[src/rtl/fmSynthPkg.sv]
// widths, sine and bias tables, waveform codes, register selects and the control word union
package fmSynthPkg;

	// channel and datapath widths
	localparam int ChannelCount = 16;
	localparam int ChannelBits = 4;
	localparam int PhaseWidth = 20;
	localparam int TableBits = 6;
	localparam int TableWidth = 8;
	localparam int SampleWidth = 12;
	localparam int AccumWidth = 16;
	localparam int BusWidth = 32;

	// one full sine period, signed 8 bit
	localparam logic signed [TableWidth-1:0] sineTable [1 << TableBits] = '{
		8'h00, 8'h0C, 8'h18, 8'h24, 8'h30, 8'h3B, 8'h46, 8'h50,
		8'h59, 8'h62, 8'h69, 8'h70, 8'h75, 8'h79, 8'h7C, 8'h7E,
		8'h7F, 8'h7E, 8'h7C, 8'h79, 8'h75, 8'h70, 8'h69, 8'h62,
		8'h59, 8'h50, 8'h46, 8'h3B, 8'h30, 8'h24, 8'h18, 8'h0C,
		8'h00, 8'hF4, 8'hE8, 8'hDC, 8'hD0, 8'hC5, 8'hBA, 8'hB0,
		8'hA7, 8'h9E, 8'h97, 8'h90, 8'h8B, 8'h87, 8'h84, 8'h82,
		8'h81, 8'h82, 8'h84, 8'h87, 8'h8B, 8'h90, 8'h97, 8'h9E,
		8'hA7, 8'hB0, 8'hBA, 8'hC5, 8'hD0, 8'hDC, 8'hE8, 8'hF4
	};

	// waveform codes
	localparam logic [3:0] WaveSine = 4'd0;
	localparam logic [3:0] WaveHalf = 4'd1;
	localparam logic [3:0] WaveFull = 4'd2;
	localparam logic [3:0] WaveGated = 4'd3;
	localparam logic [3:0] WaveDouble = 4'd4;
	localparam logic [3:0] WaveDoubleFull = 4'd5;
	localparam logic [3:0] WaveSquare = 4'd6;
	localparam logic [3:0] WaveRamp = 4'd7;

	// dc offset removed per waveform, indexed by code
	localparam logic signed [TableWidth-1:0] biasTable [8] = '{
		8'h00, 8'h28, 8'h50, 8'h28, 8'h00, 8'h28, 8'h00, 8'h00
	};

	// register selects, address bits 4:2
	localparam logic [2:0] RegCtrlA = 3'd0;
	localparam logic [2:0] RegCtrlB = 3'd1;
	localparam logic [2:0] RegPhaseA = 3'd2;
	localparam logic [2:0] RegPhaseB = 3'd3;

	// operator control word
	// bus side sees raw, datapath sees the fields
	typedef union packed {
		logic [BusWidth-1:0] raw;
		struct packed {
			logic [3:0] waveform;
			logic [2:0] shift;
			logic [2:0] attenuation;
			logic modEnable;
			// bit 20, no function
			logic spare;
			logic [PhaseWidth-1:0] freqStep;
		} field;
	} opControl_t;

endpackage

[src/rtl/fmChannelRegs.sv]
// per-channel control and phase storage with bus write decode and registered read-back
`timescale 1ns/1ns

module fmChannelRegs
	import fmSynthPkg::*;
(
	input logic clock,
	input logic reset,
	input logic [8:0] address,
	input logic writeStrobe,
	input logic readStrobe,
	input logic [BusWidth-1:0] writeData,
	output logic [BusWidth-1:0] readData,
	output logic readValid,
	input logic [ChannelBits-1:0] scanChannel,
	output opControl_t ctrlA,
	output opControl_t ctrlB,
	output logic [PhaseWidth-1:0] phaseA,
	output logic [PhaseWidth-1:0] phaseB,
	input logic phaseWriteEnable,
	input logic [ChannelBits-1:0] phaseWriteChannel,
	input logic [PhaseWidth-1:0] nextPhaseA,
	input logic [PhaseWidth-1:0] nextPhaseB
);
	opControl_t ctrlAMem [ChannelCount];
	opControl_t ctrlBMem [ChannelCount];
	logic [PhaseWidth-1:0] phaseAMem [ChannelCount];
	logic [PhaseWidth-1:0] phaseBMem [ChannelCount];
	logic [ChannelBits-1:0] busChannel;
	logic [2:0] busSelect;
	logic [BusWidth-1:0] readWord;

	// channel in bits 8:5, register in bits 4:2
	assign busChannel = address[8:5];
	assign busSelect = address[4:2];

	// scan side, answered in the same cycle
	assign ctrlA = ctrlAMem[scanChannel];
	assign ctrlB = ctrlBMem[scanChannel];
	assign phaseA = phaseAMem[scanChannel];
	assign phaseB = phaseBMem[scanChannel];

	always_ff @(posedge clock)
	begin
		if (reset)
		begin
			for (int i = 0; i < ChannelCount; i++)
			begin
				ctrlAMem[i] <= '0;
				ctrlBMem[i] <= '0;
				phaseAMem[i] <= '0;
				phaseBMem[i] <= '0;
			end
		end
		else
		begin
			// host writes reach control words only
			if (writeStrobe && busSelect == RegCtrlA)
				ctrlAMem[busChannel].raw <= writeData;
			if (writeStrobe && busSelect == RegCtrlB)
				ctrlBMem[busChannel].raw <= writeData;
			// stepped phase from the sequencer
			if (phaseWriteEnable)
			begin
				phaseAMem[phaseWriteChannel] <= nextPhaseA;
				phaseBMem[phaseWriteChannel] <= nextPhaseB;
			end
		end
	end

	// read mux, unused selects read as zero
	always_comb
	begin
		case (busSelect)
			RegCtrlA: readWord = ctrlAMem[busChannel].raw;
			RegCtrlB: readWord = ctrlBMem[busChannel].raw;
			RegPhaseA: readWord = BusWidth'(phaseAMem[busChannel]);
			RegPhaseB: readWord = BusWidth'(phaseBMem[busChannel]);
			default: readWord = '0;
		endcase
	end

	// data one cycle after the strobe
	always_ff @(posedge clock)
	begin
		if (reset)
			readValid <= 1'b0;
		else
			readValid <= readStrobe;
		if (readStrobe)
			readData <= readWord;
	end

	// host issues one access per cycle
	busOneAccess: assert property (@(posedge clock) disable iff (reset)
		!(readStrobe && writeStrobe));

endmodule

[src/rtl/fmChannelSequencer.sv]
// frame start, channel walk, operator issue and phase write-back
`timescale 1ns/1ns

module fmChannelSequencer
	import fmSynthPkg::*;
(
	input logic clock,
	input logic reset,
	input logic sampleTick,
	output logic scanValid,
	output logic [ChannelBits-1:0] scanChannel,
	input opControl_t ctrlA,
	input opControl_t ctrlB,
	input logic [PhaseWidth-1:0] phaseA,
	input logic [PhaseWidth-1:0] phaseB,
	output logic issueValid,
	output logic issueLast,
	output opControl_t issueCtrlA,
	output opControl_t issueCtrlB,
	output logic [PhaseWidth-1:0] issuePhaseA,
	output logic [PhaseWidth-1:0] issuePhaseB,
	output logic phaseWriteEnable,
	output logic [ChannelBits-1:0] phaseWriteChannel,
	output logic [PhaseWidth-1:0] nextPhaseA,
	output logic [PhaseWidth-1:0] nextPhaseB
);
	logic scanEnd;
	// operator a waits out the modulator's two stages
	opControl_t ctrlAPipe [3];
	logic [PhaseWidth-1:0] phaseAPipe [3];

	assign scanEnd = scanChannel == ChannelBits'(ChannelCount - 1);

	always_ff @(posedge clock)
	begin
		if (reset)
		begin
			scanValid <= 1'b0;
			scanChannel <= '0;
			issueValid <= 1'b0;
			issueLast <= 1'b0;
		end
		else
		begin
			issueValid <= scanValid;
			issueLast <= scanValid && scanEnd;
			// a tick mid-walk is dropped
			if (scanValid)
			begin
				scanValid <= !scanEnd;
				scanChannel <= scanChannel + 1'b1;
			end
			else if (sampleTick)
			begin
				scanValid <= 1'b1;
				scanChannel <= '0;
			end
		end
	end

	// issue register, pre-step phase goes out
	always_ff @(posedge clock)
	begin
		issueCtrlB <= ctrlB;
		issuePhaseB <= phaseB;
		ctrlAPipe[0] <= ctrlA;
		phaseAPipe[0] <= phaseA;
		for (int i = 1; i < 3; i++)
		begin
			ctrlAPipe[i] <= ctrlAPipe[i-1];
			phaseAPipe[i] <= phaseAPipe[i-1];
		end
	end

	assign issueCtrlA = ctrlAPipe[2];
	assign issuePhaseA = phaseAPipe[2];

	// write back on the scan cycle, wraps mod 2^20
	assign phaseWriteEnable = scanValid;
	assign phaseWriteChannel = scanChannel;
	assign nextPhaseA = phaseA + ctrlA.field.freqStep;
	assign nextPhaseB = phaseB + ctrlB.field.freqStep;

	// a walk lasts one cycle per channel, no more and no less
	walkLength: assert property (@(posedge clock) disable iff (reset)
		$fell(scanValid) |-> $past(scanValid, ChannelCount) &&
			!$past(scanValid, ChannelCount + 1));

endmodule

[src/rtl/fmOperator.sv]
// one fm operator: sine lookup, waveform shaping, bias, attenuation and shift
`timescale 1ns/1ns

module fmOperator
	import fmSynthPkg::*;
(
	input logic clock,
	input logic reset,
	input logic inValid,
	input logic inLast,
	input opControl_t control,
	input logic [PhaseWidth-1:0] phase,
	input logic [TableWidth-1:0] modOffset,
	input logic signed [SampleWidth-1:0] passIn,
	output logic outValid,
	output logic outLast,
	output logic signed [SampleWidth-1:0] sample,
	output logic signed [SampleWidth-1:0] passOut,
	output opControl_t passControl
);
	logic [TableBits-1:0] modStep;
	logic [TableBits-1:0] mainIndex;
	logic [TableBits-1:0] halfIndex;
	// lookup stage
	logic stageValid;
	logic stageLast;
	logic signed [TableWidth-1:0] mainEntry;
	logic signed [TableWidth-1:0] halfEntry;
	logic [TableBits-1:0] stageIndex;
	logic stageHalfSel;
	opControl_t stageControl;
	logic signed [SampleWidth-1:0] stagePass;
	// shaping stage
	logic signed [TableWidth-1:0] shaped;
	logic signed [TableWidth-1:0] biasEntry;
	logic signed [SampleWidth-1:0] widened;
	logic signed [SampleWidth-1:0] attenuated;
	logic signed [SampleWidth-1:0] scaled;

	// modulation bends both indices by the same step
	assign modStep = control.field.modEnable ? modOffset[TableWidth-1 -: TableBits] : '0;
	assign mainIndex = phase[PhaseWidth-1 -: TableBits] + modStep;
	// half-period index runs at twice the rate
	assign halfIndex = phase[PhaseWidth-2 -: TableBits] + modStep;

	always_ff @(posedge clock)
	begin
		if (reset)
		begin
			stageValid <= 1'b0;
			stageLast <= 1'b0;
			outValid <= 1'b0;
			outLast <= 1'b0;
		end
		else
		begin
			stageValid <= inValid;
			stageLast <= inLast;
			outValid <= stageValid;
			outLast <= stageLast;
		end
	end

	always_ff @(posedge clock)
	begin
		mainEntry <= sineTable[mainIndex];
		halfEntry <= sineTable[halfIndex];
		stageIndex <= mainIndex;
		stageHalfSel <= phase[PhaseWidth-2];
		stageControl <= control;
		stagePass <= passIn;
	end

	always_comb
	begin
		case (stageControl.field.waveform)
			WaveSine: shaped = mainEntry;
			WaveHalf: shaped = mainEntry[TableWidth-1] ? '0 : mainEntry;
			WaveFull: shaped = mainEntry[TableWidth-1] ? ~mainEntry : mainEntry;
			WaveGated: shaped = stageHalfSel ? '0 : mainEntry;
			WaveDouble: shaped = stageHalfSel ? '0 : halfEntry;
			WaveDoubleFull:
			begin
				if (stageHalfSel)
					shaped = '0;
				else
					shaped = halfEntry[TableWidth-1] ? ~halfEntry : halfEntry;
			end
			WaveSquare: shaped = mainEntry[TableWidth-1] ? 8'h80 : 8'h7F;
			// falling ramp, low bits refill from the top
			WaveRamp: shaped = {stageIndex[5], ~stageIndex[4:0], ~stageIndex[5:4]};
			default: shaped = mainEntry;
		endcase
	end

	// codes above 7 carry no bias
	assign biasEntry = stageControl.field.waveform[3] ? '0 :
		biasTable[stageControl.field.waveform[2:0]];

	// sign, 8 bit value, three zero bits
	assign widened = {shaped[TableWidth-1], shaped, 3'b000} -
		{biasEntry[TableWidth-1], biasEntry, 3'b000};

	// attenuation bits take off 1/8, 1/4, 1/2
	always_comb
	begin
		attenuated = widened;
		if (stageControl.field.attenuation[0])
			attenuated = attenuated - (widened >>> 3);
		if (stageControl.field.attenuation[1])
			attenuated = attenuated - (widened >>> 2);
		if (stageControl.field.attenuation[2])
			attenuated = attenuated - (widened >>> 1);
	end

	assign scaled = attenuated >>> stageControl.field.shift;

	always_ff @(posedge clock)
	begin
		sample <= scaled;
		passOut <= stagePass;
		passControl <= stageControl;
	end

	// frame end marker only rides on a valid entry
	lastWithValid: assert property (@(posedge clock) disable iff (reset)
		inLast |-> inValid);

endmodule

[src/rtl/fmMixer.sv]
// channel combine, accumulation with overflow hold, saturation and pcm output register
`timescale 1ns/1ns

module fmMixer
	import fmSynthPkg::*;
(
	input logic clock,
	input logic reset,
	input logic channelValid,
	input logic channelLast,
	input logic signed [SampleWidth-1:0] carrierOut,
	input logic signed [SampleWidth-1:0] modulatorPass,
	input opControl_t control,
	output logic signed [SampleWidth-1:0] pcm,
	output logic pcmValid
);
	localparam int ExtendBits = AccumWidth - SampleWidth;

	logic signed [AccumWidth-1:0] channelValue;
	logic signed [AccumWidth-1:0] accum;
	logic signed [AccumWidth-1:0] accumSum;
	logic accumOverflow;
	logic accumSafe;
	logic framePending;
	logic signed [SampleWidth-1:0] pcmNext;

	always_comb
	begin
		channelValue = {{ExtendBits{carrierOut[SampleWidth-1]}}, carrierOut};
		// modulator is heard only when it does not modulate
		if (!control.field.modEnable)
			channelValue = channelValue +
				{{ExtendBits{modulatorPass[SampleWidth-1]}}, modulatorPass};
		// near-zero step means channel off
		if (control.field.freqStep[PhaseWidth-1:8] == '0)
			channelValue = '0;
	end

	// same-sign operands, sign flip on the sum
	assign accumSum = accum + channelValue;
	assign accumOverflow = (accum[AccumWidth-1] == channelValue[AccumWidth-1]) &&
		(accumSum[AccumWidth-1] != accum[AccumWidth-1]);

	// top four bits agree, so bits 12:1 hold the value
	assign accumSafe = (accum[AccumWidth-1 -: 4] == 4'h0) ||
		(accum[AccumWidth-1 -: 4] == 4'hF);
	assign pcmNext = accumSafe ? accum[SampleWidth:1] :
		(accum[AccumWidth-1] ? 12'h800 : 12'h7FF);

	always_ff @(posedge clock)
	begin
		if (reset)
		begin
			accum <= '0;
			framePending <= 1'b0;
			pcm <= '0;
			pcmValid <= 1'b0;
		end
		else
		begin
			framePending <= channelValid && channelLast;
			pcmValid <= framePending;
			// last channel is in, publish and start over
			if (framePending)
			begin
				pcm <= pcmNext;
				accum <= '0;
			end
			else if (channelValid && !accumOverflow)
				accum <= accumSum;
		end
	end

endmodule

[src/rtl/fmSynthTop.sv]
// top level of the two-operator fm tone generator, instances and wiring
`timescale 1ns/1ns

module fmSynthTop
	import fmSynthPkg::*;
(
	input logic clock,
	input logic reset,
	input logic sampleTick,
	input logic [8:0] address,
	input logic writeStrobe,
	input logic readStrobe,
	input logic [BusWidth-1:0] writeData,
	output logic [BusWidth-1:0] readData,
	output logic readValid,
	output logic signed [SampleWidth-1:0] pcm,
	output logic pcmValid
);
	// scan port between sequencer and storage
	logic [ChannelBits-1:0] scanChannel;
	opControl_t ctrlA;
	opControl_t ctrlB;
	logic [PhaseWidth-1:0] phaseA;
	logic [PhaseWidth-1:0] phaseB;
	// phase write-back
	logic phaseWriteEnable;
	logic [ChannelBits-1:0] phaseWriteChannel;
	logic [PhaseWidth-1:0] nextPhaseA;
	logic [PhaseWidth-1:0] nextPhaseB;
	// issue into the modulator
	logic issueValid;
	logic issueLast;
	opControl_t issueCtrlA;
	opControl_t issueCtrlB;
	logic [PhaseWidth-1:0] issuePhaseA;
	logic [PhaseWidth-1:0] issuePhaseB;
	// modulator to carrier
	logic modValid;
	logic modLast;
	logic signed [SampleWidth-1:0] modSample;
	// carrier to mixer
	logic channelValid;
	logic channelLast;
	logic signed [SampleWidth-1:0] carrierOut;
	logic signed [SampleWidth-1:0] modulatorPass;
	opControl_t mixControl;

	fmChannelRegs regs (
		.clock(clock),
		.reset(reset),
		.address(address),
		.writeStrobe(writeStrobe),
		.readStrobe(readStrobe),
		.writeData(writeData),
		.readData(readData),
		.readValid(readValid),
		.scanChannel(scanChannel),
		.ctrlA(ctrlA),
		.ctrlB(ctrlB),
		.phaseA(phaseA),
		.phaseB(phaseB),
		.phaseWriteEnable(phaseWriteEnable),
		.phaseWriteChannel(phaseWriteChannel),
		.nextPhaseA(nextPhaseA),
		.nextPhaseB(nextPhaseB)
	);

	fmChannelSequencer sequencer (
		.clock(clock),
		.reset(reset),
		.sampleTick(sampleTick),
		.scanValid(),
		.scanChannel(scanChannel),
		.ctrlA(ctrlA),
		.ctrlB(ctrlB),
		.phaseA(phaseA),
		.phaseB(phaseB),
		.issueValid(issueValid),
		.issueLast(issueLast),
		.issueCtrlA(issueCtrlA),
		.issueCtrlB(issueCtrlB),
		.issuePhaseA(issuePhaseA),
		.issuePhaseB(issuePhaseB),
		.phaseWriteEnable(phaseWriteEnable),
		.phaseWriteChannel(phaseWriteChannel),
		.nextPhaseA(nextPhaseA),
		.nextPhaseB(nextPhaseB)
	);

	// operator b, unmodulated
	fmOperator modulator (
		.clock(clock),
		.reset(reset),
		.inValid(issueValid),
		.inLast(issueLast),
		.control(issueCtrlB),
		.phase(issuePhaseB),
		.modOffset('0),
		.passIn('0),
		.outValid(modValid),
		.outLast(modLast),
		.sample(modSample),
		.passOut(),
		.passControl()
	);

	// operator a, modulated by the top byte of operator b
	fmOperator carrier (
		.clock(clock),
		.reset(reset),
		.inValid(modValid),
		.inLast(modLast),
		.control(issueCtrlA),
		.phase(issuePhaseA),
		.modOffset(modSample[SampleWidth-1 -: TableWidth]),
		.passIn(modSample),
		.outValid(channelValid),
		.outLast(channelLast),
		.sample(carrierOut),
		.passOut(modulatorPass),
		.passControl(mixControl)
	);

	fmMixer mixer (
		.clock(clock),
		.reset(reset),
		.channelValid(channelValid),
		.channelLast(channelLast),
		.carrierOut(carrierOut),
		.modulatorPass(modulatorPass),
		.control(mixControl),
		.pcm(pcm),
		.pcmValid(pcmValid)
	);

endmodule

[config.mk]
export PLATFORM = sky130hd
export DESIGN_NAME = fmSynthTop
export DESIGN_NICKNAME = d
export VERILOG_FILES = /design/src/rtl/fmSynthPkg.sv /design/src/rtl/fmChannelRegs.sv /design/src/rtl/fmChannelSequencer.sv /design/src/rtl/fmOperator.sv /design/src/rtl/fmMixer.sv /design/src/rtl/fmSynthTop.sv
export SDC_FILE = /design/constraint.sdc
export NUM_CORES = 2
export LEC_CHECK = 0
export ABC_CLOCK_PERIOD_IN_PS = 6400
export BUFFER_PORTS_ARGS = -buffer_cell sky130_fd_sc_hd__buf_2
export CORE_UTILIZATION = 53
export CTS_BUF_LIST = sky130_fd_sc_hd__clkbuf_8
export DETAILED_ROUTE_END_ITERATION = 8
export PLACE_DENSITY_LB_ADDON = 0.12
export SKIP_LAST_GASP = 1
export SYNTH_ARGS = -nofsm -noshare
export SYNTH_HDL_FRONTEND = slang
export SYNTH_SLANG_ARGS = --single-unit
[constraint.sdc]
create_clock -name clock -period 6.4 [get_ports clock]
set_clock_uncertainty 0.15 [all_clocks]
set_input_delay 0.64 -clock clock [delete_from_list [all_inputs] [get_ports clock]]
set_output_delay 0.64 -clock clock [all_outputs]
set_load 0.01 [all_outputs]
==> impl_metrics.tcl <==
set metrics [dict create \
    status "finished, violations left" \
    violations "setup timing" \
    globalplace.congestion 0.881 \
    start_util 0.534 \
    cp_slowest_stage_delay_ps 520 \
    dpl_cell_area_um2 111000 \
    final_cell_area_um2 118000 \
    power_mw 46.4 \
    max_clock_freq_mhz 151 \
    syn_nets 7762 \
    clk_pin_slew_ps 60 \
    syn_area_um2 106000 \
    syn_avg_cell_area_um2 14.0 \
    drv_slew 0 \
    rsz0062_at_grt "yes" \
    synth-seq-cells 1992 \
    dr.pass1.iters 6 \
    die_x_um 448 \
    hold-worst-slack_ps 47.9 \
    htreeDepth 5 \
    numCtsBuffers 354 \
    finalWorstSetupSlack_ps -226 \
    final_cell_mix "1696 x edfxtp_1, 1040 x and2_1, 1035 x mux4_2" \
    critPathKind "reg2reg" \
    ios 92 \
    end_kind "flop" \
    drc 0 \
    period_share 1.04 \
    crit_required_ps 7160 \
    wirelength_mm 331 \
    hold_violations 0 \
    drive_above_1_share 0.290 \
    fin_crit_ps 6630 \
    cts_tree "done" \
    clk_latency_ps 1120 \
    fin_cells 10700 \
    die_h_um 448 \
    fp-row-count 163 \
    grt_start_max_net_pins 105 \
    cp_max_fo 4 \
    fin_util 0.599 \
    area_growth_pct 12.1 \
    leakagePower_nw 42.5 \
    drt-initial-drc-count 8533 \
    grt_use_total 0.331 \
    hpwlAfterDp_mm 196 \
    crit_arrival_ps 7390 \
    synth-edff-count 1696 \
    syn_inst 7533 \
    nets 8022 \
    cp-start-kind "flop" \
    antenna_found_initial 27 \
    nFillCells 15100 \
    worst_pin_slew_ps 1330 \
    clk_path_buf_depth 4 \
    vias 70000 \
    yosysWarnings 0 \
    power_density_nw_per_um2 392 \
    core_um2 198000 \
    wire_per_inst_um 30.9 \
    grt_pass1_vias 69600 \
    routed_via_density 6.54 \
    io_buffers 89 \
    drv_cap 0 \
    maxSlewHeadroom 0.107 \
    synth_cell_types 100 \
    crit_slowest_cell "or4_1" \
    grt.overflow.total 0 \
    async_reset_ff_frac 0 \
    synth-main-ff-cell "edfxtp_1" \
    synth_seq_area_share 0.538 \
    clockRootBuffer "clkbuf_8" \
    finalSetupViolCount 16 \
    cts.sinks 1992 \
    finalSetupTns_ps -2030 \
    ir_drop_mv 0.500 \
    final_common_cell "edfxtp_1" \
    dieArea_um2 201000 \
    antenna_left 0 \
    detailedPlace.worstSlack_ps -530 \
    min_path_type "in2reg" \
    grt_first_pass_wirelength_mm 475 \
    placed_cells 10000 \
]
==> where the power goes <==
part | internal [mW] | total (mW) | switching (mW) | leakage, nW
logic | 9.68 | 20.0 | 10.3 | 19.7
clock network | 5.57 | 10.8 | 5.28 | 3.67
registers | 15.1 | 15.6 | 0.524 | 19.1
total | 30.3 | 46.4 | 16.1 | 42.5
==> cell families (layout without fill, tap and decap cells) <==
family	Yosys count	count (layout)	share of synthesized area
compound gates	773	773	0.0490
xor+xnor	114	114	0.00959
fa+ha+maj	184	184	0.0226
buf+inv	833	1339	0.0299
flops	1992	1992	0.538
mux	1099	1099	0.227
other cells	0	24	0
simple gates	2538	2538	0.124
==> critical path: cells and delay by family, from the launching register on <==
| family | cells | cell delay [ps] |
|---|---|---|
| flip-flops | 1 | 360 |
| AND/OR/NAND/NOR | 6 | 1280 |
| buffers and inverters | 1 | 160 |
| adder cells (fa/ha/maj) | 5 | 1500 |
| AO/OA/AOI/OAI | 15 | 2400 |
| multiplexers | 1 | 310 |
| XOR/XNOR | 2 | 300 |
==> cell type report <==
cell class	instances	area (um^2)	share of cell area
Inverter	164	622	0.00525
Tap cell	2640	3300	0.0279
Timing Repair Buffer	573	4440	0.0375
Clock inverter	223	1010	0.00850
Antenna cell	24	60.1	0.000507
Multi-Input combinational cell	4708	46900	0.396
Clock buffer	379	5220	0.0440
Sequential cell	1992	56900	0.480
==> state kept, by name, summed over array words and instances, names as in the netlist, 10 cells and up, named ones only <==
| signal | count |
|---|---|
| carrier.stagePass | 12 |
| regs.ctrlAMem | 512 |
| carrier.passOut | 12 |
| sequencer.issueCtrlB | 10 |
| sequencer.phaseAPipe | 21 |
| modulator.sample | 12 |
| carrier.sample | 12 |
| regs.phaseAMem | 320 |
| modulator.stageControl | 10 |
| carrier.stageControl | 23 |
| regs.readData | 32 |
| mixer.pcm | 12 |
| regs.phaseBMem | 320 |
| regs.ctrlBMem | 512 |
| carrier.passControl | 13 |
| sequencer.ctrlAPipe | 69 |
| mixer.accum | 16 |
==> synthesized netlist by cell type, types with 57 or more instances <==
cell      number  area (um^2)
inv_1        153          574
nor2_1       875         3280
dfxtp_1      296         5930
clkbuf_1     546         2050
and2_1      1043         6530
ha_1         171         2140
o21ai_0      193          966
nand2_1      252          946
nor3_1        57          285
mux4_2      1035        23300
edfxtp_1    1696        50900
xnor2_1       71          622
a21oi_1      169          846
buf_1        108          405
==> per-layer routing <==
layer | up-vias | GRT usage | share of wire
met5 | - | 0 | 0.00023
met4 | 12 | 0.170 | 0.056
met3 | 909 | 0.0750 | 0.11
met2 | 4214 | 0.522 | 0.47
met1 | 35600 | 0.430 | 0.37
li1 | 29300 | - | -
==> path summary, 6_finish.rpt <==
path	start	to	slack, ps	cells past startpoint
worst max-delay path	carrier.stageControl[29]	carrier.sample[7]	-230	30
worst min-delay path	writeData[23]	regs.ctrlBMem[2][23]	50	2
worst max register to register	carrier.stageControl[29]	carrier.sample[7]	-230	30
worst min register to register	sequencer.phaseAPipe[0][36]	sequencer.phaseAPipe[0][56]	120	0
==> repair_timing <==
action,CTS,global route
setup buffers,16,21
endpoints found under the setup margin,21,23
hold buffers,11,0
pin swaps,52,43
endpoints found under the hold margin,83,0
resized for setup,49,107
Power figures use the tool's default switching activity.
